===== src/ddr3_ctrl_params.svh =====
`ifndef DDR3_CTRL_PARAMS_SVH
`define DDR3_CTRL_PARAMS_SVH

// ----------------------------------------------------------
// Geometry
// ----------------------------------------------------------
`define DDR_COL_W           10
`define DDR_BANK_W          3
// Row width doubles as address bus width
`define DDR_ROW_W           15
`define DDR_BANKS           8
`define DDR_ADDR_W          32

// ----------------------------------------------------------
// Timer, scaled down for simulation
// ----------------------------------------------------------
`define DDR_TIMER_W         20
`define DDR_START_DELAY     2600
`define DDR_REFRESH_CYCLES  400

// Init step offsets, compared against the down-count
`define DDR_CKE_COUNT       2500
`define DDR_MR2_COUNT       2400
`define DDR_MR3_COUNT       2300
`define DDR_MR1_COUNT       2200
`define DDR_MR0_COUNT       2100
`define DDR_ZQCL_COUNT      2000
`define DDR_PREA_COUNT      10

// Mode registers: DLL off, CL 6, AL 0, CWL 6
`define DDR_MR0_VAL         15'h0120
`define DDR_MR1_VAL         15'h0001
`define DDR_MR2_VAL         15'h0008
`define DDR_MR3_VAL         15'h0000

// All-banks on precharge, auto-precharge on read/write
`define DDR_A10             10

`endif


===== src/ddr3_ctrl_pkg.sv =====
`include "ddr3_ctrl_params.svh"

package ddr3_ctrl_pkg;

  // ----------------------------------------------------------
  // Encodings
  // ----------------------------------------------------------
  // Command as {cs_n, ras_n, cas_n, we_n}
  typedef enum logic [3:0] {
    CMD_LOAD_MODE = 4'b0000,
    CMD_REFRESH   = 4'b0001,
    CMD_PRECHARGE = 4'b0010,
    CMD_ACTIVE    = 4'b0011,
    CMD_WRITE     = 4'b0100,
    CMD_READ      = 4'b0101,
    CMD_ZQCL      = 4'b0110,
    CMD_NOP       = 4'b0111
  } ddr_cmd_e;

  // Scheduler states
  typedef enum logic [2:0] {
    STATE_INIT      = 3'd0,
    STATE_IDLE      = 3'd1,
    STATE_ACTIVATE  = 3'd2,
    STATE_READ      = 3'd3,
    STATE_WRITE     = 3'd4,
    STATE_PRECHARGE = 3'd5,
    STATE_REFRESH   = 3'd6
  } ctrl_state_e;

  // ----------------------------------------------------------
  // Bundles
  // ----------------------------------------------------------
  // Command toward the DFI sequencer
  typedef struct packed {
    logic                   cke;
    ddr_cmd_e               command;
    logic [`DDR_BANK_W-1:0] bank;
    logic [`DDR_ROW_W-1:0]  address;
  } dfi_cmd_t;

  // Decoded request address plus open-row lookup
  typedef struct packed {
    logic [`DDR_ROW_W-1:0]  row;
    logic [`DDR_BANK_W-1:0] bank;
    logic [`DDR_COL_W-1:0]  col;
    logic                   bank_open;
    logic                   row_hit;
    logic                   any_open;
  } bank_status_t;

  // One-cycle strobes on accepted commands
  typedef struct packed {
    logic activate;
    logic close_one;
    logic close_all;
  } bank_update_t;

  typedef struct packed {
    logic [`DDR_TIMER_W-1:0] count;
    logic                    pending;
  } refresh_status_t;

endpackage


===== src/ddr3_refresh_timer.sv =====
`timescale 1ns/100ps
`include "ddr3_ctrl_params.svh"

module ddr3_refresh_timer (
  input  logic                            clock,
  input  logic                            reset,
  input  logic                            refresh_done_i,
  output ddr3_ctrl_pkg::refresh_status_t  status_o
);

  // ----------------------------------------------------------
  // Load values
  // ----------------------------------------------------------
  // Power-up wait, then one refresh per interval
  localparam logic [`DDR_TIMER_W-1:0] START_LOAD   = `DDR_START_DELAY;
  localparam logic [`DDR_TIMER_W-1:0] REFRESH_LOAD = `DDR_REFRESH_CYCLES;

  logic [`DDR_TIMER_W-1:0] count_q;
  logic                    pending_q;
  logic                    expired;

  // Terminal count
  assign expired = (count_q == '0);

  // ----------------------------------------------------------
  // Down-counter
  // ----------------------------------------------------------
  always_ff @(posedge clock) begin
    if (reset) begin
      count_q <= START_LOAD;
    end else if (expired) begin
      // Wrap into the periodic interval
      count_q <= REFRESH_LOAD;
    end else begin
      count_q <= count_q - 1'b1;
    end
  end

  // ----------------------------------------------------------
  // Pending flag
  // ----------------------------------------------------------
  // Set one cycle after zero, held until the REFRESH is taken
  always_ff @(posedge clock) begin
    if (reset) begin
      pending_q <= 1'b0;
    end else if (expired) begin
      pending_q <= 1'b1;
    end else if (refresh_done_i) begin
      pending_q <= 1'b0;
    end
  end

  // Count also feeds the init decode in the FSM
  always_comb begin
    status_o.count   = count_q;
    status_o.pending = pending_q;
  end

  // FSM may only retire a refresh that this timer requested
  a_done_needs_pending : assert property (
    @(posedge clock) disable iff (reset)
    refresh_done_i |-> pending_q
  ) else $error("%0t refresh_done_i: expected pending 1, got %b", $time, pending_q);

endmodule


===== src/ddr3_bank_tracker.sv =====
`timescale 1ns/100ps
`include "ddr3_ctrl_params.svh"

module ddr3_bank_tracker (
  input  logic                          clock,
  input  logic                          reset,
  input  logic                          cfg_enable_i,
  input  logic [`DDR_ADDR_W-1:0]        mem_addr_i,
  input  ddr3_ctrl_pkg::bank_update_t   update_i,
  output ddr3_ctrl_pkg::bank_status_t   status_o
);

  // ----------------------------------------------------------
  // RBC address layout
  // ----------------------------------------------------------
  // Column sits above the byte offset, bank above column
  localparam int BANK_LSB = `DDR_COL_W + 1;
  localparam int ROW_LSB  = BANK_LSB + `DDR_BANK_W;

  logic [`DDR_ROW_W-1:0]  addr_row;
  logic [`DDR_BANK_W-1:0] addr_bank;
  logic [`DDR_COL_W-1:0]  addr_col;

  assign addr_row  = mem_addr_i[ROW_LSB +: `DDR_ROW_W];
  assign addr_bank = mem_addr_i[BANK_LSB +: `DDR_BANK_W];
  // Burst of 8, low three column bits forced to zero
  assign addr_col  = {mem_addr_i[`DDR_COL_W:4], 3'b000};

  // ----------------------------------------------------------
  // Open-row table
  // ----------------------------------------------------------
  logic [`DDR_ROW_W-1:0] row_q [`DDR_BANKS];
  logic [`DDR_BANKS-1:0] open_q;

  // Open flags; disable forgets every row
  always_ff @(posedge clock) begin
    if (reset || !cfg_enable_i) begin
      open_q <= '0;
    end else if (update_i.close_all) begin
      open_q <= '0;
    end else if (update_i.close_one) begin
      open_q[addr_bank] <= 1'b0;
    end else if (update_i.activate) begin
      open_q[addr_bank] <= 1'b1;
    end
  end

  // Row numbers only mean something while the flag is set
  always_ff @(posedge clock) begin
    if (update_i.activate) begin
      row_q[addr_bank] <= addr_row;
    end
  end

  // ----------------------------------------------------------
  // Status toward the FSM
  // ----------------------------------------------------------
  always_comb begin
    status_o.row       = addr_row;
    status_o.bank      = addr_bank;
    status_o.col       = addr_col;
    status_o.bank_open = open_q[addr_bank];
    // Hit needs both the flag and a matching row
    status_o.row_hit   = open_q[addr_bank] && (row_q[addr_bank] == addr_row);
    status_o.any_open  = |open_q;
  end

  // Activate on an open bank means the FSM skipped a precharge
  a_activate_closed : assert property (
    @(posedge clock) disable iff (reset)
    update_i.activate |-> !open_q[addr_bank]
  ) else $error("%0t open_q[%0d]: expected 0 on activate, got 1", $time, addr_bank);

endmodule


===== src/ddr3_cmd_fsm.sv =====
`timescale 1ns/100ps
`include "ddr3_ctrl_params.svh"

module ddr3_cmd_fsm (
  input  logic                             clock,
  input  logic                             reset,
  input  logic                             cfg_enable_i,
  input  logic                             mem_rd_i,
  input  logic                             mem_wr_i,
  input  logic                             cmd_accept_i,
  input  ddr3_ctrl_pkg::refresh_status_t   refresh_i,
  input  ddr3_ctrl_pkg::bank_status_t      bank_i,
  output ddr3_ctrl_pkg::bank_update_t      update_o,
  output logic                             refresh_done_o,
  output logic                             mem_accept_o,
  output ddr3_ctrl_pkg::dfi_cmd_t          cmd_o
);

  import ddr3_ctrl_pkg::*;

  // Steps 0..5 are MR2, MR3, MR1, MR0, ZQCL, PREA
  localparam logic [2:0] INIT_DONE = 3'd6;

  ctrl_state_e state_q;
  ctrl_state_e state_next;
  ctrl_state_e target_q;
  ctrl_state_e target_next;
  ctrl_state_e access_state;
  logic [2:0]  init_step_q;
  logic [2:0]  init_step_next;
  dfi_cmd_t    init_cmd_q;
  dfi_cmd_t    init_cmd_next;
  logic        mem_req;

  assign mem_req = mem_rd_i | mem_wr_i;

  // Reads win when both are raised
  always_comb begin
    if (mem_rd_i) begin
      access_state = STATE_READ;
    end else begin
      access_state = STATE_WRITE;
    end
  end

  // ----------------------------------------------------------
  // Init sequence
  // ----------------------------------------------------------
  // Command is registered so it holds under back-pressure
  always_comb begin
    init_step_next = init_step_q + ((init_cmd_q.command != CMD_NOP) ? 3'd1 : 3'd0);
    init_cmd_next         = '0;
    init_cmd_next.command = CMD_NOP;
    // CKE release is sticky
    init_cmd_next.cke     = init_cmd_q.cke || (refresh_i.count <= `DDR_CKE_COUNT);
    case (init_step_next)
      3'd0: if (refresh_i.count <= `DDR_MR2_COUNT) begin
        init_cmd_next.command = CMD_LOAD_MODE;
        init_cmd_next.bank    = 3'd2;
        init_cmd_next.address = `DDR_MR2_VAL;
      end
      3'd1: if (refresh_i.count <= `DDR_MR3_COUNT) begin
        init_cmd_next.command = CMD_LOAD_MODE;
        init_cmd_next.bank    = 3'd3;
        init_cmd_next.address = `DDR_MR3_VAL;
      end
      3'd2: if (refresh_i.count <= `DDR_MR1_COUNT) begin
        init_cmd_next.command = CMD_LOAD_MODE;
        init_cmd_next.bank    = 3'd1;
        init_cmd_next.address = `DDR_MR1_VAL;
      end
      3'd3: if (refresh_i.count <= `DDR_MR0_COUNT) begin
        init_cmd_next.command = CMD_LOAD_MODE;
        init_cmd_next.bank    = 3'd0;
        init_cmd_next.address = `DDR_MR0_VAL;
      end
      // Long ZQ calibration
      3'd4: if (refresh_i.count <= `DDR_ZQCL_COUNT) begin
        init_cmd_next.command              = CMD_ZQCL;
        init_cmd_next.address[`DDR_A10]    = 1'b1;
      end
      // Precharge all, also if the timer already wrapped
      3'd5: if (refresh_i.count <= `DDR_PREA_COUNT || refresh_i.pending) begin
        init_cmd_next.command              = CMD_PRECHARGE;
        init_cmd_next.address[`DDR_A10]    = 1'b1;
      end
      default: ;
    endcase
  end

  always_ff @(posedge clock) begin
    if (reset) begin
      init_step_q        <= '0;
      init_cmd_q         <= '0;
      init_cmd_q.command <= CMD_NOP;
    end else if (cmd_accept_i && state_q == STATE_INIT) begin
      init_step_q <= init_step_next;
      init_cmd_q  <= init_cmd_next;
    end
  end

  // ----------------------------------------------------------
  // Next state
  // ----------------------------------------------------------
  always_comb begin
    state_next  = state_q;
    target_next = target_q;
    case (state_q)
      // Leave once init is done and the first refresh is due
      STATE_INIT: if (init_step_q == INIT_DONE && refresh_i.pending) begin
        state_next = STATE_IDLE;
      end
      STATE_IDLE: begin
        // Refresh first, rows closed ahead of it
        if (refresh_i.pending) begin
          target_next = STATE_REFRESH;
          if (bank_i.any_open) begin
            state_next = STATE_PRECHARGE;
          end else begin
            state_next = STATE_REFRESH;
          end
        end else if (cfg_enable_i && mem_req) begin
          if (bank_i.row_hit) begin
            state_next = access_state;
          end else if (bank_i.bank_open) begin
            // Row conflict
            state_next  = STATE_PRECHARGE;
            target_next = access_state;
          end else begin
            state_next  = STATE_ACTIVATE;
            target_next = access_state;
          end
        end
      end
      // Dropped enable abandons the request
      STATE_ACTIVATE: begin
        if (cfg_enable_i) begin
          state_next = target_q;
        end else begin
          state_next = STATE_IDLE;
        end
      end
      STATE_PRECHARGE: begin
        if (target_q == STATE_REFRESH) begin
          state_next = STATE_REFRESH;
        end else begin
          state_next = STATE_ACTIVATE;
        end
      end
      default: state_next = STATE_IDLE;
    endcase
  end

  // Advance only when the sequencer takes the command
  always_ff @(posedge clock) begin
    if (reset) begin
      state_q  <= STATE_INIT;
      target_q <= STATE_IDLE;
    end else if (cmd_accept_i) begin
      state_q  <= state_next;
      target_q <= target_next;
    end
  end

  // ----------------------------------------------------------
  // Command build
  // ----------------------------------------------------------
  always_comb begin
    cmd_o         = '0;
    cmd_o.cke     = 1'b1;
    cmd_o.command = CMD_NOP;
    case (state_q)
      STATE_INIT: cmd_o = init_cmd_q;
      STATE_ACTIVATE: if (cfg_enable_i) begin
        cmd_o.command = CMD_ACTIVE;
        cmd_o.bank    = bank_i.bank;
        cmd_o.address = bank_i.row;
      end
      STATE_READ, STATE_WRITE: if (cfg_enable_i) begin
        if (state_q == STATE_READ) begin
          cmd_o.command = CMD_READ;
        end else begin
          cmd_o.command = CMD_WRITE;
        end
        cmd_o.bank             = bank_i.bank;
        cmd_o.address          = {{(`DDR_ROW_W - `DDR_COL_W){1'b0}}, bank_i.col};
        // No auto-precharge
        cmd_o.address[`DDR_A10] = 1'b0;
      end
      STATE_PRECHARGE: begin
        cmd_o.command = CMD_PRECHARGE;
        if (target_q == STATE_REFRESH) begin
          cmd_o.address[`DDR_A10] = 1'b1;
        end else begin
          cmd_o.bank = bank_i.bank;
        end
      end
      STATE_REFRESH: cmd_o.command = CMD_REFRESH;
      default: ;
    endcase
  end

  // ----------------------------------------------------------
  // Strobes on accepted commands
  // ----------------------------------------------------------
  always_comb begin
    update_o.activate  = cmd_accept_i && (cmd_o.command == CMD_ACTIVE);
    update_o.close_one = cmd_accept_i && (cmd_o.command == CMD_PRECHARGE) &&
                         !cmd_o.address[`DDR_A10];
    update_o.close_all = cmd_accept_i && (cmd_o.command == CMD_PRECHARGE) &&
                         cmd_o.address[`DDR_A10];
  end

  assign refresh_done_o = cmd_accept_i && (cmd_o.command == CMD_REFRESH);
  assign mem_accept_o   = cmd_accept_i &&
                          (cmd_o.command == CMD_READ || cmd_o.command == CMD_WRITE);

  // Tracker must already show the row open when the access goes out
  a_access_on_hit : assert property (
    @(posedge clock) disable iff (reset)
    (cmd_accept_i && (cmd_o.command == CMD_READ || cmd_o.command == CMD_WRITE))
      |-> bank_i.row_hit
  ) else $error("%0t row_hit: expected 1 on access, got 0", $time);

  a_refresh_all_closed : assert property (
    @(posedge clock) disable iff (reset)
    (cmd_accept_i && cmd_o.command == CMD_REFRESH) |-> !bank_i.any_open
  ) else $error("%0t any_open: expected 0 on refresh, got 1", $time);

endmodule


===== src/ddr3_ctrl_top.sv =====
`timescale 1ns/100ps
`include "ddr3_ctrl_params.svh"

module ddr3_ctrl_top (
  input  logic                      clock,
  input  logic                      reset,
  input  logic                      cfg_enable_i,
  input  logic                      mem_rd_i,
  input  logic                      mem_wr_i,
  input  logic [`DDR_ADDR_W-1:0]    mem_addr_i,
  input  logic                      cmd_accept_i,
  output logic                      mem_accept_o,
  output ddr3_ctrl_pkg::dfi_cmd_t   cmd_o
);

  import ddr3_ctrl_pkg::*;

  // ----------------------------------------------------------
  // Internal links
  // ----------------------------------------------------------
  refresh_status_t refresh_status;
  bank_status_t    bank_status;
  bank_update_t    bank_update;
  logic            refresh_done;

  // Power-up delay and refresh interval
  ddr3_refresh_timer i_refresh_timer (
    .clock          (clock),
    .reset          (reset),
    .refresh_done_i (refresh_done),
    .status_o       (refresh_status)
  );

  // Address split and open rows
  ddr3_bank_tracker i_bank_tracker (
    .clock        (clock),
    .reset        (reset),
    .cfg_enable_i (cfg_enable_i),
    .mem_addr_i   (mem_addr_i),
    .update_i     (bank_update),
    .status_o     (bank_status)
  );

  // Scheduler
  ddr3_cmd_fsm i_cmd_fsm (
    .clock          (clock),
    .reset          (reset),
    .cfg_enable_i   (cfg_enable_i),
    .mem_rd_i       (mem_rd_i),
    .mem_wr_i       (mem_wr_i),
    .cmd_accept_i   (cmd_accept_i),
    .refresh_i      (refresh_status),
    .bank_i         (bank_status),
    .update_o       (bank_update),
    .refresh_done_o (refresh_done),
    .mem_accept_o   (mem_accept_o),
    .cmd_o          (cmd_o)
  );

endmodule


===== config.mk =====
export PLATFORM = sky130hd
export DESIGN_NAME = ddr3_ctrl_top
export DESIGN_NICKNAME = d
export VERILOG_FILES = /design/src/ddr3_ctrl_pkg.sv /design/src/ddr3_refresh_timer.sv /design/src/ddr3_bank_tracker.sv /design/src/ddr3_cmd_fsm.sv /design/src/ddr3_ctrl_top.sv
export VERILOG_INCLUDE_DIRS = /design/src
export SDC_FILE = /design/constraint.sdc
export NUM_CORES = 1
export LEC_CHECK = 0
export ABC_CLOCK_PERIOD_IN_PS = 4700
export BUFFER_PORTS_ARGS = -buffer_cell sky130_fd_sc_hd__buf_4
export CORE_ASPECT_RATIO = 0.6
export CORE_UTILIZATION = 60
export DETAILED_ROUTE_END_ITERATION = 6
export GPL_TIMING_DRIVEN = 0
export HOLD_SLACK_MARGIN = 0.02
export PLACE_DENSITY = 0.82
export SETUP_SLACK_MARGIN = 0.05
export SYNTH_ARGS = -nofsm -noshare
export SYNTH_HDL_FRONTEND = slang
export SYNTH_SLANG_ARGS = --single-unit
export TNS_END_PERCENT = 1

===== constraint.sdc =====
create_clock -name clock -period 4.7 [get_ports clock]
set_input_delay 0 -clock clock [delete_from_list [all_inputs] [get_ports clock]]
set_output_delay 0 -clock clock [all_outputs]
set_load 0.01 [all_outputs]

# ---- After elaboration in Yosys (flattened, before gate mapping)
# Memory sizes are Yosys's and may differ from the RTL's.
# Index checks and enable logic that the tools add are counted.
dict set report word_totals {
  register_bits 61
  ramBits 120
  in_bits 38
  out_inout_bits 24
  elab_cells 127
  mem_count 1
}
dict set report classes {
  n_addsub 2
  order_cmp 9
  n_eq_ne 23
  mux 48
  bitwise_logic 4
  n_reduce_logical 29
}
# name depth word_bits read_ports rd_ports_with_merged_regs write_ports line_no
set memory_table {}
lappend memory_table {i_bank_tracker.row_q 8 15 1 0 1 ddr3_bank_tracker.sv:32} ;# logic [`DDR_ROW_W-1:0] row_q [`DDR_BANKS];
# operator count
set ops {}
lappend ops {{2-to-1 mux 21 bit} 5}
lappend ops {{less-or-equal comparator 20 x 12 -> 1 bit (second input constant)} 5}
lappend ops {{case mux 10 bit (4 select lines)} 1}
lappend ops {{2-to-1 mux 3 bit} 13}
lappend ops {{case mux 10 bit (3 select lines)} 1}
lappend ops {{case mux 7 bit (4 select lines)} 1}
lappend ops {{case mux 3 bit (4 select lines)} 2}
lappend ops {{case mux 4 bit (6 select lines)} 1}
lappend ops {{2-to-1 mux 22 bit} 1}
lappend ops {{== test 3 bit (second input constant)} 7}
lappend ops {{less-or-equal comparator 20 x 11 -> 1 bit (second input constant)} 1}
lappend ops {{less-or-equal comparator 20 x 4 -> 1 bit (second input constant)} 1}
lappend ops {{zero test 20 bit} 1}
lappend ops {{case mux 4 bit (5 select lines)} 1}
lappend ops {{subtractor 20 x 1 -> 20 bit (second input constant)} 1}
lappend ops {{2-to-1 mux 8 bit} 2}
lappend ops {{== test 15 bit} 1}
lappend ops {{2-to-1 mux 1 bit} 13}
lappend ops {{== test 3 x 2 -> 1 bit (second input constant)} 4}
lappend ops {{2-to-1 mux 12 bit} 1}
lappend ops {{case mux 4 bit (3 select lines)} 1}
lappend ops {{logical AND 1 bit} 11}
lappend ops {{AND 8 bit} 1}
lappend ops {{== test 4 x 2 -> 1 bit (second input constant)} 2}
lappend ops {{other kinds (26)} 37}

# ---- Depth between registers and ports, before layout
dict set report depth {
  depth_word 8
  ltp_mapped 11
  ltp_nobuf 9
}

# ---- By module
# Synthesis repeated with hierarchy kept, for this count alone.
dict set report unflattened {
  hier_cells 663
  area_unflattened_um2 8109.0
}
# mod n_inst cells_each area_per_inst_um2 seq_area_each_um2
set modules_own_cells {}
lappend modules_own_cells {ddr3_bank_tracker 1 311 5405.2 3763.6}
lappend modules_own_cells {ddr3_cmd_fsm 1 243 1755.4 380.4}
lappend modules_own_cells {ddr3_refresh_timer 1 109 948.4 420.4}

# ---- Least setup slack after synthesis
# No wires, ideal clock.
dict set report synth_path {
  path_kind {register to register}
  startpoint {register i_cmd_fsm.state_q[1]}
  endpoint {memory i_bank_tracker.row_q[0][0] in the netlist's numbering, enable pin}
  setup_ns 0.408
  t_arrival_ns 2.713
  t_required_ns 4.292
  slack_ns 1.579
  stages_incl_launch_ff 7
  path_buffers 1
  synth_period_minus_slack_ns 3.121
  path_cell_list {dfxtp_1 > clkbuf_1 > o31ai_1 > o21ai_1 > nand3_1 > or3_1 > nor3_1}
}
# element line_no
set synth_rtl {}
lappend synth_rtl {{start, declared} ddr3_cmd_fsm.sv:24} ;# ctrl_state_e state_q;
lappend synth_rtl {{start signal, assigned} ddr3_cmd_fsm.sv:160} ;# state_q <= state_next;
lappend synth_rtl {{end, declared} ddr3_bank_tracker.sv:32}

# ---- Worst setup path in the final report
dict set report layout_path {
  startpoint {register i_cmd_fsm.state_q[1]}
  endpoint {memory i_bank_tracker.row_q[0][6] in the netlist's numbering, enable pin}
}
dict set report layout_between {
  elab_chain_cells 8
  elab_cells_between_ends 14
  cone_classes {eq/ne: 6; mux: 5; reduce/logical: 3}
}
# element line_no
set layout_rtl {}
lappend layout_rtl {{== test 3 x 2 -> 1 bit} {ddr3_cmd_fsm.sv:172, ddr3_cmd_fsm.sv:180}}
lappend layout_rtl {{2-to-1 mux 1 bit} ddr3_cmd_fsm.sv:180} ;# if (state_q == STATE_READ) begin
lappend layout_rtl {{2-to-1 mux 22 bit} ddr3_cmd_fsm.sv:179} ;# STATE_READ, STATE_WRITE: if (cfg_enable_i) begin
lappend layout_rtl {{case mux 4 bit (5 select lines) (*)} ddr3_cmd_fsm.sv:172} ;# case (state_q)
lappend layout_rtl {{== test 4 x 2 -> 1 bit (*)} ddr3_cmd_fsm.sv:207} ;# update_o.activate = cmd_accept_i && (cmd_o.command == CMD_ACTIVE);
lappend layout_rtl {{logical AND 1 bit (*)} ddr3_cmd_fsm.sv:207}
lappend layout_rtl {{2-to-1 mux 1 bit (*)} ddr3_bank_tracker.sv:50} ;# if (update_i.activate) begin
lappend layout_rtl {{2-to-1 mux 1 bit (implied by the code) (*)} ddr3_bank_tracker.sv:51} ;# row_q[addr_bank] <= addr_row;
# Mark *: on every way between the ends. The rest lies on a longest branch, timed or not.

==> results.py <==
metrics = {
    "floorplanning": {
        "num_io_pins": 62,
        "die_x_um": 149,
        "start_util_pct": 63.1,
        "die_h_um": 90.3,
        "rows": 31,
        "core-area_um2": 12400,
        "die_area_um2": 13500,
    },
    "global_routing": {
        "grt_pass1_wl_mm": 30.6,
        "gr-total-overflow": 0,
        "first_global_vias": 5626,
        "antenna_found_initial": 0,
        "grt_max_degree": 19,
        "track_usage_pct": 30.6,
    },
    "clock_tree": {
        "cts_tree": "done",
        "h-tree-depth": 4,
        "cts_root_buf": "clkbuf_16",
        "post_cts_resized": 0,
        "post_cts_buffers": 0,
        "clock_sinks": 168,
        "cts.hold.buffers_added": 16,
        "insertion_delay_ns": 0.43,
        "clock_path_buffers": 2,
        "cts_buffers": 17,
        "path_clk_slew_ns": 0.08,
    },
    "yosys": {
        "synth_compound_area_share_pct": 10.1,
        "synth_edf_count": 120,
        "syn_nets": 691,
        "synthMuxAreaShare_pct": 10.3,
        "synth_seq_cells": 168,
        "synth_cell_type_count": 64,
        "yosys.area.top_type_share_pct": 46.2,
        "syn-cell-area_um2": 7800,
        "ys_async_sr_fraction_pct": 0,
        "avgSynthCellArea_um2": 12.0,
        "synthSimpleGateAreaFrac_pct": 14.4,
        "yosys_warnings": 0,
        "synth_top_area_cell": "edfxtp_1",
        "synth_xor_area_share_pct": 3.03,
        "synth_ff_type": "edfxtp_1",
        "synthAdderAreaFrac_pct": 0.802,
        "synthCells": 648,
        "synth_area_leaders": "edfxtp_1, dfxtp_1, mux4_2",
        "synth_top_family_by_area": "simple AND/OR/NAND/NOR gates",
        "ys_seq_area_share_pct": 58.5,
    },
    "routing": {
        "drt_iter0_drc": 628,
        "drt_drc_violations_left": 0,
        "wire_per_inst_um": 21.8,
        "ant_nets": 0,
        "dr_total_vias": 5868,
        "viasPerCell": 6.39,
        "drt_pass1_iterations": 5,
        "drt_wl_total_mm": 20.0,
    },
    "worst_setup_path": {
        "r2r_slack_ns": 1.64,
        "crit_path_max_fanout": 10,
        "worstSetupEndpointType": "flip-flop",
        "start_kind": "flip-flop",
        "worstPathRequired_ns": 4.82,
        "timing.rr.end": "i_bank_tracker.row_q[0][6]$_DFFE_PP_",
        "cpPeakStageDelay_ns": 0.63,
        "r2r.worst_path.cells": 7,
        "cp.arrival_ns": 3.19,
        "criticalPathCategory": "flip-flop to flip-flop",
        "reg2reg_from": "i_cmd_fsm.state_q[1]$_SDFFE_PP0P_",
        "crit_chain": "clkbuf_1, o31ai_1, o21ai_1, nand3_1, or3_1, nor3_2, buf_6",
        "cpMaxStageDelayCell": "nor3_2",
    },
    "place": {
        "dpl_cell_area_um2": 8510,
        "portBuffers": 50,
        "dpl.hpwl_mm": 13.6,
        "gp_congestion": 0.921,
        "dp_slack_ns": 1.68,
    },
    "sta": {
        "slew_violations": 0,
        "fin_crit_ns": 3.06,
        "fin_ws_ns": 1.64,
        "rsz0062_at_grt": "false",
        "skew_ns": 0.0166,
        "worst_slew_pin_slew_ns": 1.19,
        "finalHoldViolations": 0,
        "setup_tns_ns": 0,
        "clock.fmax_mhz": 327,
        "post-route-period-util_pct": 65.2,
        "setup_viol": 0,
        "max-slew-margin-rel_pct": 20.3,
    },
    "layout": {
        "layout.nets": 783,
        "diodes": 0,
        "fin_area_um2": 9270,
        "final_layout_size_suffix_gt1_share_pct": 17.5,
        "syn2layout_area_growth_pct": 18.8,
        "fillers": 751,
    },
    "worst_hold_path": {
        "worstHoldPathCells": 4,
        "hold_end": "i_cmd_fsm.target_q[0]$_SDFFE_PP1P_",
        "hp-start": "cmd_accept_i",
        "min_path_type": "input port to flip-flop",
    },
    "flow_run": {
        "cap_violations": 0,
    },
    "outcome": {
        "status": "completed",
    },
    "power": {
        "power_density_nw_per_um2": 378,
        "vdd_drop_max_mv": 0.208,
        "p_leak_nw": 3.35,
    },
}
## synthesized netlist by cell type (11+ instances only)
library cell and count:
nor2_1 71, dfxtp_1 48, nand2_1 42, nor3_1 20, nand3_1 17, mux2i_1 40
a22oi_1 17, nand2b_1 11, clkbuf_1 21, xnor2_1 16, a21oi_1 43, xor2_1 11
mux4_2 18, and2_1 12, o21ai_0 18, edfxtp_1 120
## cell type report
cell class | count | area, um2 | share of cell area [%]
plain buffers | 35 | 180 | 1.94
clock buffers | 17 | 425 | 4.59
clock inverters | 15 | 178 | 1.92
inverters | 10 | 37.5 | 0.405
multi-input cells | 435 | 3050 | 32.9
flip-flops and latches | 168 | 4560 | 49.2
well taps | 165 | 206 | 2.23
repair buffers | 73 | 629 | 6.79
## state kept, by name (all words and copies together), names as in the netlist, named ones only
register and count:
i_bank_tracker.row_q 120, i_cmd_fsm.init_cmd_q 10, i_cmd_fsm.init_step_q 3, i_cmd_fsm.state_q 3, i_cmd_fsm.target_q 3, i_refresh_timer.count_q 20, i_refresh_timer.pending_q 1
## power breakdown
| group | internal (mW) | switching (mW) |
|---|---|---|
| clock | 0.764 | 0.658 |
| combinational | 0.174 | 0.262 |
| sequential | 1.63 | 0.0235 |
## through the flow
step	total power, mW	util, %	std cells	hold WS, ns
CTS	3.50	74.9	918	0.118
finish	3.51	74.9	918	0.152
floorplan	1.94	-	648	0.0989
global placement	2.07	67.8	863	0.253
detailed placement	2.09	68.7	870	0.263
global route	3.60	74.9	918	0.175
## worst max-delay path: cells and delay by family (launching register included)
kind / cells / cell delay (ns)
simple gates: 3 / 1.22
flops: 1 / 0.41
compound gates: 2 / 0.44
buf+inv: 2 / 0.68
## worst max-delay path by stage
| stage | start | endpoint | slack [ns] | cells after the start |
|---|---|---|---|---|
| finish | i_cmd_fsm.state_q[1]$_SDFFE_PP0P_ | i_bank_tracker.row_q[0][6]$_DFFE_PP_ | 1.64 | 7 |
| global route | i_cmd_fsm.state_q[1]$_SDFFE_PP0P_ | i_bank_tracker.row_q[0][6]$_DFFE_PP_ | 1.50 | 7 |
| CTS | i_cmd_fsm.state_q[1]$_SDFFE_PP0P_ | i_bank_tracker.row_q[0][6]$_DFFE_PP_ | 1.67 | 7 |
| detailed placement | i_cmd_fsm.state_q[1]$_SDFFE_PP0P_ | i_bank_tracker.row_q[0][0]$_DFFE_PP_ | 1.68 | 7 |
| global placement | i_cmd_fsm.state_q[1]$_SDFFE_PP0P_ | i_bank_tracker.row_q[0][0]$_DFFE_PP_ | 0.47 | 6 |
| floorplan | i_cmd_fsm.state_q[1]$_SDFFE_PP0P_ | i_bank_tracker.row_q[0][0]$_DFFE_PP_ | 1.58 | 6 |
## cell usage in the layout, fill, tap and decap left out, types with 6 or more instances in the layout
| master | count |
|---|---|
| nand2b_1 | 11 |
| and2_1 | 12 |
| clkbuf_1 | 21 |
| mux2i_1 | 40 |
| nand3_1 | 17 |
| dlygate4sd3_1 | 16 |
| nor2_2 | 6 |
| mux4_2 | 18 |
| clkbuf_16 | 17 |
| nand2_1 | 42 |
| nor3_1 | 18 |
| a22oi_1 | 17 |
| dfxtp_1 | 48 |
| xor2_1 | 11 |
| inv_1 | 10 |
| a21oi_1 | 43 |
| buf_6 | 6 |
| xnor2_1 | 16 |
| o21ai_0 | 18 |
| or3_1 | 6 |
| nor2_1 | 65 |
| edfxtp_1 | 120 |
| and3_1 | 9 |
| buf_4 | 51 |
| nor2b_1 | 9 |
## logic make-up after synthesis
group	Yosys count
AND/OR/NAND/NOR	223
flip-flops	168
AO/OA/AOI/OAI	121
multiplexers	58
buffers and inverters	45
XOR/XNOR	27
adder cells (fa/ha/maj)	5
other	1
## layer usage
| metal | track usage [%] | vias to the layer above | routed length (um) |
|---|---|---|---|
| met5 | 0 | - | 0 |
| li1 | - | 2619 | - |
| met4 | 8.50 | 0 | 247 |
| met1 | 44.3 | 2873 | 8720 |
| met3 | 8.23 | 28 | 2170 |
| met2 | 45.6 | 348 | 8840 |
Note: power is estimated with default switching activity, not from simulation.
